==> src/verilog/corr_data_pkg.sv <==
`default_nettype none

package corr_data_pkg;

   ////////////////////////////////////////////////////////////////////////////
   // sample format
   ////////////////////////////////////////////////////////////////////////////

   // width of one real or imaginary part, top level may override
   localparam int DATA_WIDTH = 8;

   // complex sample, real part high, imaginary part low
   typedef logic [2*DATA_WIDTH-1:0] sample_t;

   ////////////////////////////////////////////////////////////////////////////
   // product and accumulator widths
   ////////////////////////////////////////////////////////////////////////////

   // one part of a complex product
   // sum or difference of two full products, one bit of growth
   function automatic int prod_w(input int data_w);
      return 2 * data_w + 1;
   endfunction

   // one part of a lane accumulator, one pass of reg_num products
   // complex accumulator word is two of these, real over imaginary
   function automatic int acc_w(input int data_w, input int reg_num);
      return prod_w(data_w) + $clog2(reg_num);
   endfunction

endpackage

`default_nettype wire

==> src/verilog/corr_seq_pkg.sv <==
`default_nettype none

package corr_seq_pkg;

   // ring sequencer
   // WAIT  loaded, no step yet in this pass
   // SHIFT at least one step taken in this pass
   typedef enum logic [1:0] {
      IDLE,
      LOAD,
      WAIT,
      SHIFT
   } seq_state_t;

   // step within one pass
   typedef logic [7:0] step_cnt_t;
   // pass within one Y block
   typedef logic [7:0] pass_cnt_t;
   // Y words stored so far, whole ring
   typedef logic [12:0] load_cnt_t;

endpackage

`default_nettype wire

==> src/verilog/ring_if.sv <==
`timescale 1ns/10ps
`default_nettype none

// taps and broadcast X word from the Y ring to the MAC lanes
interface ring_if #(
   parameter int PE_NUM = 4
) ();
   import corr_data_pkg::*;

   // segment tail samples, lane i reads tap[i]
   sample_t tap [PE_NUM];
   // X word shared by all lanes
   sample_t x;
   // one pulse per accepted X word
   logic    step;
   // pass markers, only together with step
   logic    first;
   logic    last;

   modport src (
      output tap, x, step, first, last
   );

   modport snk (
      input tap, x, step, first, last
   );

endinterface

`default_nettype wire

==> src/verilog/sipo_y.sv <==
`timescale 1ns/10ps
`default_nettype none

module sipo_y #(
   parameter int PE_NUM   = 4,
   parameter int REG_NUM  = 8,
   parameter int ITER_NUM = 4
) (
   input  logic                   clk,
   input  logic                   rst,
   input  corr_data_pkg::sample_t y_in,
   input  logic                   y_in_v,
   input  corr_data_pkg::sample_t x_in,
   input  logic                   x_in_v,
   output logic                   busy,
   ring_if.src                    ring
);
   import corr_data_pkg::*;
   import corr_seq_pkg::*;

   localparam int RING_LEN = PE_NUM * REG_NUM;

   seq_state_t state;
   load_cnt_t  load_cnt;
   step_cnt_t  step_cnt;
   pass_cnt_t  pass_cnt;

   // ring of PE_NUM segments, [0] head, [REG_NUM-1] tail
   sample_t    seg [PE_NUM][REG_NUM];
   sample_t    ring_din;

   logic       load_en;
   logic       rot_en;
   logic       load_last;
   logic       pass_end;
   logic       iter_end;

   ////////////////////////////////////////////////////////////////////////////
   // accept rules
   ////////////////////////////////////////////////////////////////////////////

   // Y only while loading, X only once the ring is full
   assign load_en   = y_in_v && (state == IDLE || state == LOAD);
   assign rot_en    = x_in_v && (state == WAIT || state == SHIFT);

   assign load_last = load_cnt == load_cnt_t'(RING_LEN - 1);
   assign pass_end  = step_cnt == step_cnt_t'(REG_NUM - 1);
   assign iter_end  = pass_cnt == pass_cnt_t'(ITER_NUM - 1);

   // head input: new Y word, or the ring tail fed back
   assign ring_din  = load_en ? y_in : seg[PE_NUM-1][REG_NUM-1];

   ////////////////////////////////////////////////////////////////////////////
   // ring storage
   ////////////////////////////////////////////////////////////////////////////

   always_ff @(posedge clk) begin
      if (load_en || rot_en) begin
         seg[0][0] <= ring_din;
         // each segment head takes the previous segment tail
         for (int j = 1; j < PE_NUM; j++) begin
            seg[j][0] <= seg[j-1][REG_NUM-1];
         end
         for (int j = 0; j < PE_NUM; j++) begin
            for (int k = 1; k < REG_NUM; k++) begin
               seg[j][k] <= seg[j][k-1];
            end
         end
      end
   end

   // taps sampled before this step's rotation lands
   always_ff @(posedge clk) begin
      if (rot_en) begin
         for (int j = 0; j < PE_NUM; j++) begin
            ring.tap[j] <= seg[j][REG_NUM-1];
         end
         ring.x <= x_in;
      end
   end

   // strobes one edge after the accepted X word
   always_ff @(posedge clk) begin
      if (rst) begin
         ring.step  <= 1'b0;
         ring.first <= 1'b0;
         ring.last  <= 1'b0;
      end else begin
         ring.step  <= rot_en;
         ring.first <= rot_en && (step_cnt == '0);
         ring.last  <= rot_en && pass_end;
      end
   end

   ////////////////////////////////////////////////////////////////////////////
   // sequencer
   ////////////////////////////////////////////////////////////////////////////

   always_ff @(posedge clk) begin
      if (rst) begin
         state    <= IDLE;
         load_cnt <= '0;
         step_cnt <= '0;
         pass_cnt <= '0;
         busy     <= 1'b0;
      end else begin
         case (state)
            IDLE, LOAD: begin
               if (y_in_v) begin
                  busy <= 1'b1;
                  if (load_last) begin
                     load_cnt <= '0;
                     state    <= WAIT;
                  end else begin
                     load_cnt <= load_cnt + load_cnt_t'(1);
                     state    <= LOAD;
                  end
               end
            end
            WAIT, SHIFT: begin
               if (x_in_v) begin
                  if (pass_end) begin
                     step_cnt <= '0;
                     // final pass done, ring free for a new block
                     if (iter_end) begin
                        pass_cnt <= '0;
                        busy     <= 1'b0;
                        state    <= IDLE;
                     end else begin
                        pass_cnt <= pass_cnt + pass_cnt_t'(1);
                        state    <= WAIT;
                     end
                  end else begin
                     step_cnt <= step_cnt + step_cnt_t'(1);
                     state    <= SHIFT;
                  end
               end
            end
            default: state <= IDLE;
         endcase
      end
   end

endmodule

`default_nettype wire

==> src/verilog/pe_array.sv <==
`timescale 1ns/10ps
`default_nettype none

module pe_array #(
   parameter int DATA_WIDTH = corr_data_pkg::DATA_WIDTH,
   parameter int PE_NUM     = 4,
   parameter int REG_NUM    = 8
) (
   input  logic clk,
   input  logic rst,
   ring_if.snk  ring,
   output logic [2*corr_data_pkg::acc_w(DATA_WIDTH, REG_NUM)-1:0] bank [PE_NUM],
   output logic bank_v
);
   import corr_data_pkg::*;

   localparam int PW = prod_w(DATA_WIDTH);
   localparam int AW = acc_w(DATA_WIDTH, REG_NUM);

   ////////////////////////////////////////////////////////////////////////////
   // MAC lanes
   ////////////////////////////////////////////////////////////////////////////

   for (genvar i = 0; i < PE_NUM; i++) begin : g_lane
      // operands widened to product width, sign kept
      logic signed [PW-1:0] tr;
      logic signed [PW-1:0] ti;
      logic signed [PW-1:0] xr;
      logic signed [PW-1:0] xi;
      logic signed [PW-1:0] pr;
      logic signed [PW-1:0] pi;
      logic signed [AW-1:0] acc_re;
      logic signed [AW-1:0] acc_im;
      logic signed [AW-1:0] sum_re;
      logic signed [AW-1:0] sum_im;

      assign tr = PW'($signed(ring.tap[i][DATA_WIDTH +: DATA_WIDTH]));
      assign ti = PW'($signed(ring.tap[i][0 +: DATA_WIDTH]));
      assign xr = PW'($signed(ring.x[DATA_WIDTH +: DATA_WIDTH]));
      assign xi = PW'($signed(ring.x[0 +: DATA_WIDTH]));

      // (tr + j ti)(xr + j xi)
      assign pr = tr * xr - ti * xi;
      assign pi = tr * xi + ti * xr;

      // first step of a pass restarts the sum
      assign sum_re = ring.first ? AW'(pr) : acc_re + AW'(pr);
      assign sum_im = ring.first ? AW'(pi) : acc_im + AW'(pi);

      always_ff @(posedge clk) begin
         if (ring.step) begin
            acc_re <= sum_re;
            acc_im <= sum_im;
         end
      end

      // bank holds a finished pass while the next one accumulates
      always_ff @(posedge clk) begin
         if (ring.step && ring.last) begin
            bank[i] <= {sum_re, sum_im};
         end
      end
   end

   ////////////////////////////////////////////////////////////////////////////
   // bank strobe
   ////////////////////////////////////////////////////////////////////////////

   always_ff @(posedge clk) begin
      if (rst) begin
         bank_v <= 1'b0;
      end else begin
         bank_v <= ring.step && ring.last;
      end
   end

endmodule

`default_nettype wire

==> src/verilog/result_piso.sv <==
`timescale 1ns/10ps
`default_nettype none

module result_piso #(
   parameter int DATA_WIDTH = corr_data_pkg::DATA_WIDTH,
   parameter int PE_NUM     = 4,
   parameter int REG_NUM    = 8
) (
   input  logic clk,
   input  logic rst,
   input  logic [2*corr_data_pkg::acc_w(DATA_WIDTH, REG_NUM)-1:0] bank [PE_NUM],
   input  logic bank_v,
   output logic [2*corr_data_pkg::acc_w(DATA_WIDTH, REG_NUM)-1:0] res,
   output logic res_v
);
   import corr_data_pkg::*;

   localparam int CW = 2 * acc_w(DATA_WIDTH, REG_NUM);
   localparam int IW = (PE_NUM > 1) ? $clog2(PE_NUM) : 1;

   // copy of the bank, drained lane by lane
   logic [CW-1:0] hold [PE_NUM];
   // next lane to send
   logic [IW-1:0] idx;
   // lanes still pending after the current word
   logic          more;

   // lane 0 leaves straight from the bank, the rest from the copy
   always_ff @(posedge clk) begin
      if (bank_v) begin
         hold <= bank;
         res  <= bank[0];
      end else if (more) begin
         res  <= hold[idx];
      end
   end

   always_ff @(posedge clk) begin
      if (rst) begin
         res_v <= 1'b0;
         idx   <= '0;
         more  <= 1'b0;
      end else if (bank_v) begin
         res_v <= 1'b1;
         idx   <= IW'(1);
         more  <= PE_NUM > 1;
      end else if (more) begin
         res_v <= 1'b1;
         idx   <= idx + IW'(1);
         more  <= idx != IW'(PE_NUM - 1);
      end else begin
         res_v <= 1'b0;
      end
   end

endmodule

`default_nettype wire

==> src/verilog/corr_top.sv <==
`timescale 1ns/10ps
`default_nettype none

module corr_top #(
   parameter int DATA_WIDTH = 8,
   parameter int PE_NUM     = 4,
   parameter int REG_NUM    = 8,
   parameter int ITER_NUM   = 4
) (
   input  logic                   clk,
   input  logic                   rst,
   input  corr_data_pkg::sample_t y_in,
   input  logic                   y_in_v,
   input  corr_data_pkg::sample_t x_in,
   input  logic                   x_in_v,
   output logic [2*corr_data_pkg::acc_w(DATA_WIDTH, REG_NUM)-1:0] res,
   output logic                   res_v,
   output logic                   busy
);
   import corr_data_pkg::*;

   localparam int CW = 2 * acc_w(DATA_WIDTH, REG_NUM);

   // finished pass, one word per lane
   logic [CW-1:0] bank [PE_NUM];
   logic          bank_v;

   ring_if #(.PE_NUM(PE_NUM)) ring ();

   // Y ring and step sequencer
   sipo_y #(
      .PE_NUM   (PE_NUM),
      .REG_NUM  (REG_NUM),
      .ITER_NUM (ITER_NUM)
   ) sipo_y_inst (
      .clk    (clk),
      .rst    (rst),
      .y_in   (y_in),
      .y_in_v (y_in_v),
      .x_in   (x_in),
      .x_in_v (x_in_v),
      .busy   (busy),
      .ring   (ring.src)
   );

   // complex MAC lanes
   pe_array #(
      .DATA_WIDTH (DATA_WIDTH),
      .PE_NUM     (PE_NUM),
      .REG_NUM    (REG_NUM)
   ) pe_array_inst (
      .clk    (clk),
      .rst    (rst),
      .ring   (ring.snk),
      .bank   (bank),
      .bank_v (bank_v)
   );

   // result serializer
   result_piso #(
      .DATA_WIDTH (DATA_WIDTH),
      .PE_NUM     (PE_NUM),
      .REG_NUM    (REG_NUM)
   ) result_piso_inst (
      .clk    (clk),
      .rst    (rst),
      .bank   (bank),
      .bank_v (bank_v),
      .res    (res),
      .res_v  (res_v)
   );

endmodule

`default_nettype wire

==> config.mk <==
export PLATFORM = sky130hd
export DESIGN_NAME = corr_top
export DESIGN_NICKNAME = d
export VERILOG_FILES = /design/src/verilog/corr_data_pkg.sv /design/src/verilog/corr_seq_pkg.sv /design/src/verilog/ring_if.sv /design/src/verilog/sipo_y.sv /design/src/verilog/pe_array.sv /design/src/verilog/result_piso.sv /design/src/verilog/corr_top.sv
export SDC_FILE = /design/constraint.sdc
export NUM_CORES = 2
export LEC_CHECK = 0
export BUFFER_PORTS_ARGS = -buffer_cell sky130_fd_sc_hd__clkbuf_2
export CORE_MARGIN = 5
export CORE_UTILIZATION = 40
export DETAILED_ROUTE_END_ITERATION = 8
export HOLD_SLACK_MARGIN = 0.12
export MAX_ROUTING_LAYER = met4
export RECOVER_POWER = 25
export SETUP_SLACK_MARGIN = 0.2
export SKIP_CTS_REPAIR_TIMING = 1
export SLEW_MARGIN = 20
export SYNTH_ARGS = -nofsm -noshare
export SYNTH_HDL_FRONTEND = slang
export SYNTH_SLANG_ARGS = --single-unit
==> constraint.sdc <==
create_clock -name clk -period 34.1 [get_ports clk]
set_clock_uncertainty 0.15 [all_clocks]
set_input_delay 1.705 -clock clk [delete_from_list [all_inputs] [get_ports clk]]
set_output_delay 1.705 -clock clk [all_outputs]
set_load 0.1 [all_outputs]
==> results.json <==
{
  "maxSlewHeadroom_pct": 25.6,
  "place.gp.congestion": 0.896,
  "rsz0062_at_grt": "false",
  "synth_area_um2": 87700,
  "outcome": "complete, no violations",
  "initial_core_util_pct": 40.1,
  "cts_tree": "built",
  "regArea_um2": 34200,
  "cts_root_buf": "clkbuf_16",
  "h-tree-depth": 4,
  "ir_drop_v": 0.0000486,
  "dp_hpwl_um": 156000,
  "cp_common_cell": "fa_1",
  "cts.reportedPaths.clkPinSlew_ns": 0.06,
  "yosys.area.top_type_share_pct": 38.1,
  "period_share_pct": 27.2,
  "cts_inserted_buffers": 131,
  "multiInputGateArea_um2": 47600,
  "drtAntennaViolNets": 0,
  "ys_seq_elements": 1151,
  "num-nets-final": 9059,
  "min_period_ns": 9.26,
  "core_um2": 219000,
  "drc": 0,
  "nFillCells": 20000,
  "avgSynthCellArea_um2": 12.1,
  "dp_cells": 10000,
  "antenna_found_initial": 6,
  "path_max_fanout": 34,
  "cts.sink_count": 1151,
  "clk_latency_ns": 0.78,
  "gr-total-overflow": 0,
  "drv_slew": 0,
  "fp-row-count": 172,
  "hold_viol": 0,
  "startpoint_type": "register",
  "ys_seq_area_share_pct": 39.0,
  "post_drt_via_cell_ratio": 5.06,
  "post-place-ws_ns": 24.92,
  "synthFlopType": "edfxtp_1",
  "async_flop_share_pct": 0,
  "synth_area_leaders": "edfxtp_1 38%, fa_1 26%, ha_1 8.6%",
  "drive_above_1_share_pct": 6.80,
  "grtUsageTotal_pct": 19.3,
  "fin_util_pct": 43.6,
  "boundaryPins": 78,
  "cpMaxStageDelayCell": "xnor2_1",
  "drt_iter0_drc": 3550,
  "dpl_cell_area_um2": 91300,
  "critPathMaxStageDelay_ns": 0.83,
  "setup_tns_ns": 0,
  "maxCapViolations": 0,
  "synth_warnings": 0,
  "detailroute.via_count": 52000,
  "wl_per_cell_um": 20.5,
  "arrival_ns": 9.59,
  "first_pass_iters": 6,
  "crit_path_end_kind": "register",
  "tightest_slew_ns": 1.12,
  "synth_edf_count": 1112,
  "die_h_um": 478,
  "fin_ws_ns": 24.84,
  "power_density_nw_per_um2": 31.1,
  "path_buf_inv": 5,
  "synth_cell_types": 93,
  "grt_max_degree": 198,
  "clk_path_buf_depth": 3,
  "syn_nets": 9032,
  "cp_top_family": "adder cells",
  "setup_viol": 0,
  "post-route-cell-area_um2": 95400,
  "area_delta_synth_final_pct": 8.80,
  "postSynthCellCount": 7267,
  "worstSetupPathType": "register to register",
  "die_w_um": 478,
  "max_freq_mhz": 108,
  "grt_pass1_vias": 55000,
  "required_ns": 34.43,
  "leakagePower_nw": 40.3,
  "dieArea_um2": 229000,
  "grt_pass1_wl_um": 330000,
  "drt-total-wl_um": 211000,
  "hold_class": "register to register",
  "yosys.area.top_type": "edfxtp_1",
  "portBuffers": 77,
  "fin_cells": 10300
}
## synthesized netlist by cell type, types with 30 or more instances
| master | number |
|---|---|
| nor3_1 | 48 |
| xnor2_1 | 243 |
| clkbuf_1 | 220 |
| dfxtp_1 | 39 |
| nand2b_1 | 60 |
| edfxtp_1 | 1112 |
| xor2_1 | 105 |
| o21bai_1 | 30 |
| mux2_2 | 85 |
| o21a_1 | 35 |
| ha_1 | 605 |
| a21o_1 | 69 |
| fa_1 | 1124 |
| nand3_1 | 42 |
| a21oi_1 | 193 |
| and2_1 | 582 |
| o21ai_0 | 153 |
| mux4_2 | 40 |
| nor2_1 | 280 |
| inv_1 | 1363 |
| nand2_1 | 527 |
## per-layer routing
layer	track usage, %	wire length, µm	vias to the layer above
met3	3.22	13100	236
met2	29.5	95600	1440
li1	-	-	23500
met5	-	0	-
met1	27.2	97100	26800
met4	4.46	4650	0
## through the flow
stage	hold WS, ns	power (mW)
final	0.260	2.97
after global routing	0.256	3.08
after CTS	0.250	3.02
after detailed placement	0.255	1.65
after global placement	0.251	1.65
after floorplan	0.250	1.64
## layout make-up
type	count	share of cell area (%)
Multi-Input combinational cell	4514	49.8
Clock inverter	80	0.742
Sequential cell	1151	35.8
Clock buffer	153	3.59
Inverter	1365	5.37
Antenna cell	6	0.0157
Tap cell	2871	3.76
Timing Repair Buffer	131	0.868
## flip-flops by register name, summed over array words and instances (netlist names), 16 cells and up
register and count:
sipo_y_inst.seg 512, pe_array_inst.g_lane.acc_im 80, pe_array_inst.g_lane.acc_re 80, result_piso_inst.res 40, pe_array_inst.bank 160, result_piso_inst.hold 160
sipo_y_inst.ring.tap 64, sipo_y_inst.ring.x 16
## cell usage in the layout, fill, tap and decap left out, types with 13 or more instances in the layout
cell / n
a211oi_1: 24
a21o_1: 69
a21oi_1: 193
a31oi_1: 13
and2_1: 581
and3_1: 16
buf_4: 51
clkbuf_1: 19
clkbuf_16: 134
clkbuf_2: 77
clkinv_1: 22
clkinv_2: 20
dfxtp_1: 34
edfxtp_1: 1112
fa_1: 1124
ha_1: 605
inv_1: 1361
mux2_2: 85
mux4_2: 40
nand2_1: 526
nand2b_1: 60
nand3_1: 42
nand4_1: 17
nor2_1: 280
nor2b_1: 26
nor3_1: 48
o211ai_1: 19
o21a_1: 35
o21ai_0: 153
o21bai_1: 30
o31ai_1: 15
or3_1: 13
xnor2_1: 242
xor2_1: 105
## report_power, final
part / switching (mW) / leakage [nW] / internal, mW / total (mW)
Sequential: 0.0143 / 10.7 / 1.58 / 1.60
Combinational: 0.0170 / 27.6 / 0.00323 / 0.0203
Clock: 0.571 / 2.01 / 0.785 / 1.36
## worst paths after layout
kind | slack, ns | depth (start not counted) | to | start
max | 24.84 | 27 | pe_array_inst.bank[159] | sipo_y_inst.ring.x[1]
min | 0.26 | 0 | sipo_y_inst.seg[0][3] | sipo_y_inst.seg[0][19]
max reg2reg | 24.84 | 27 | pe_array_inst.bank[159] | sipo_y_inst.ring.x[1]
min reg2reg | 0.26 | 0 | sipo_y_inst.seg[0][3] | sipo_y_inst.seg[0][19]
## cell families after synthesis
| family | after synthesis | synth area share, % |
|---|---|---|
| AND/OR/NAND/NOR | 1653 | 9.42 |
| adder cells (fa/ha/maj) | 1729 | 34.3 |
| XOR/XNOR | 349 | 3.49 |
| multiplexers | 130 | 2.18 |
| AO/OA/AOI/OAI | 653 | 4.82 |
| flip-flops | 1151 | 39.0 |
| buffers and inverters | 1602 | 6.85 |
Note: power is estimated with default switching activity, not from simulation.
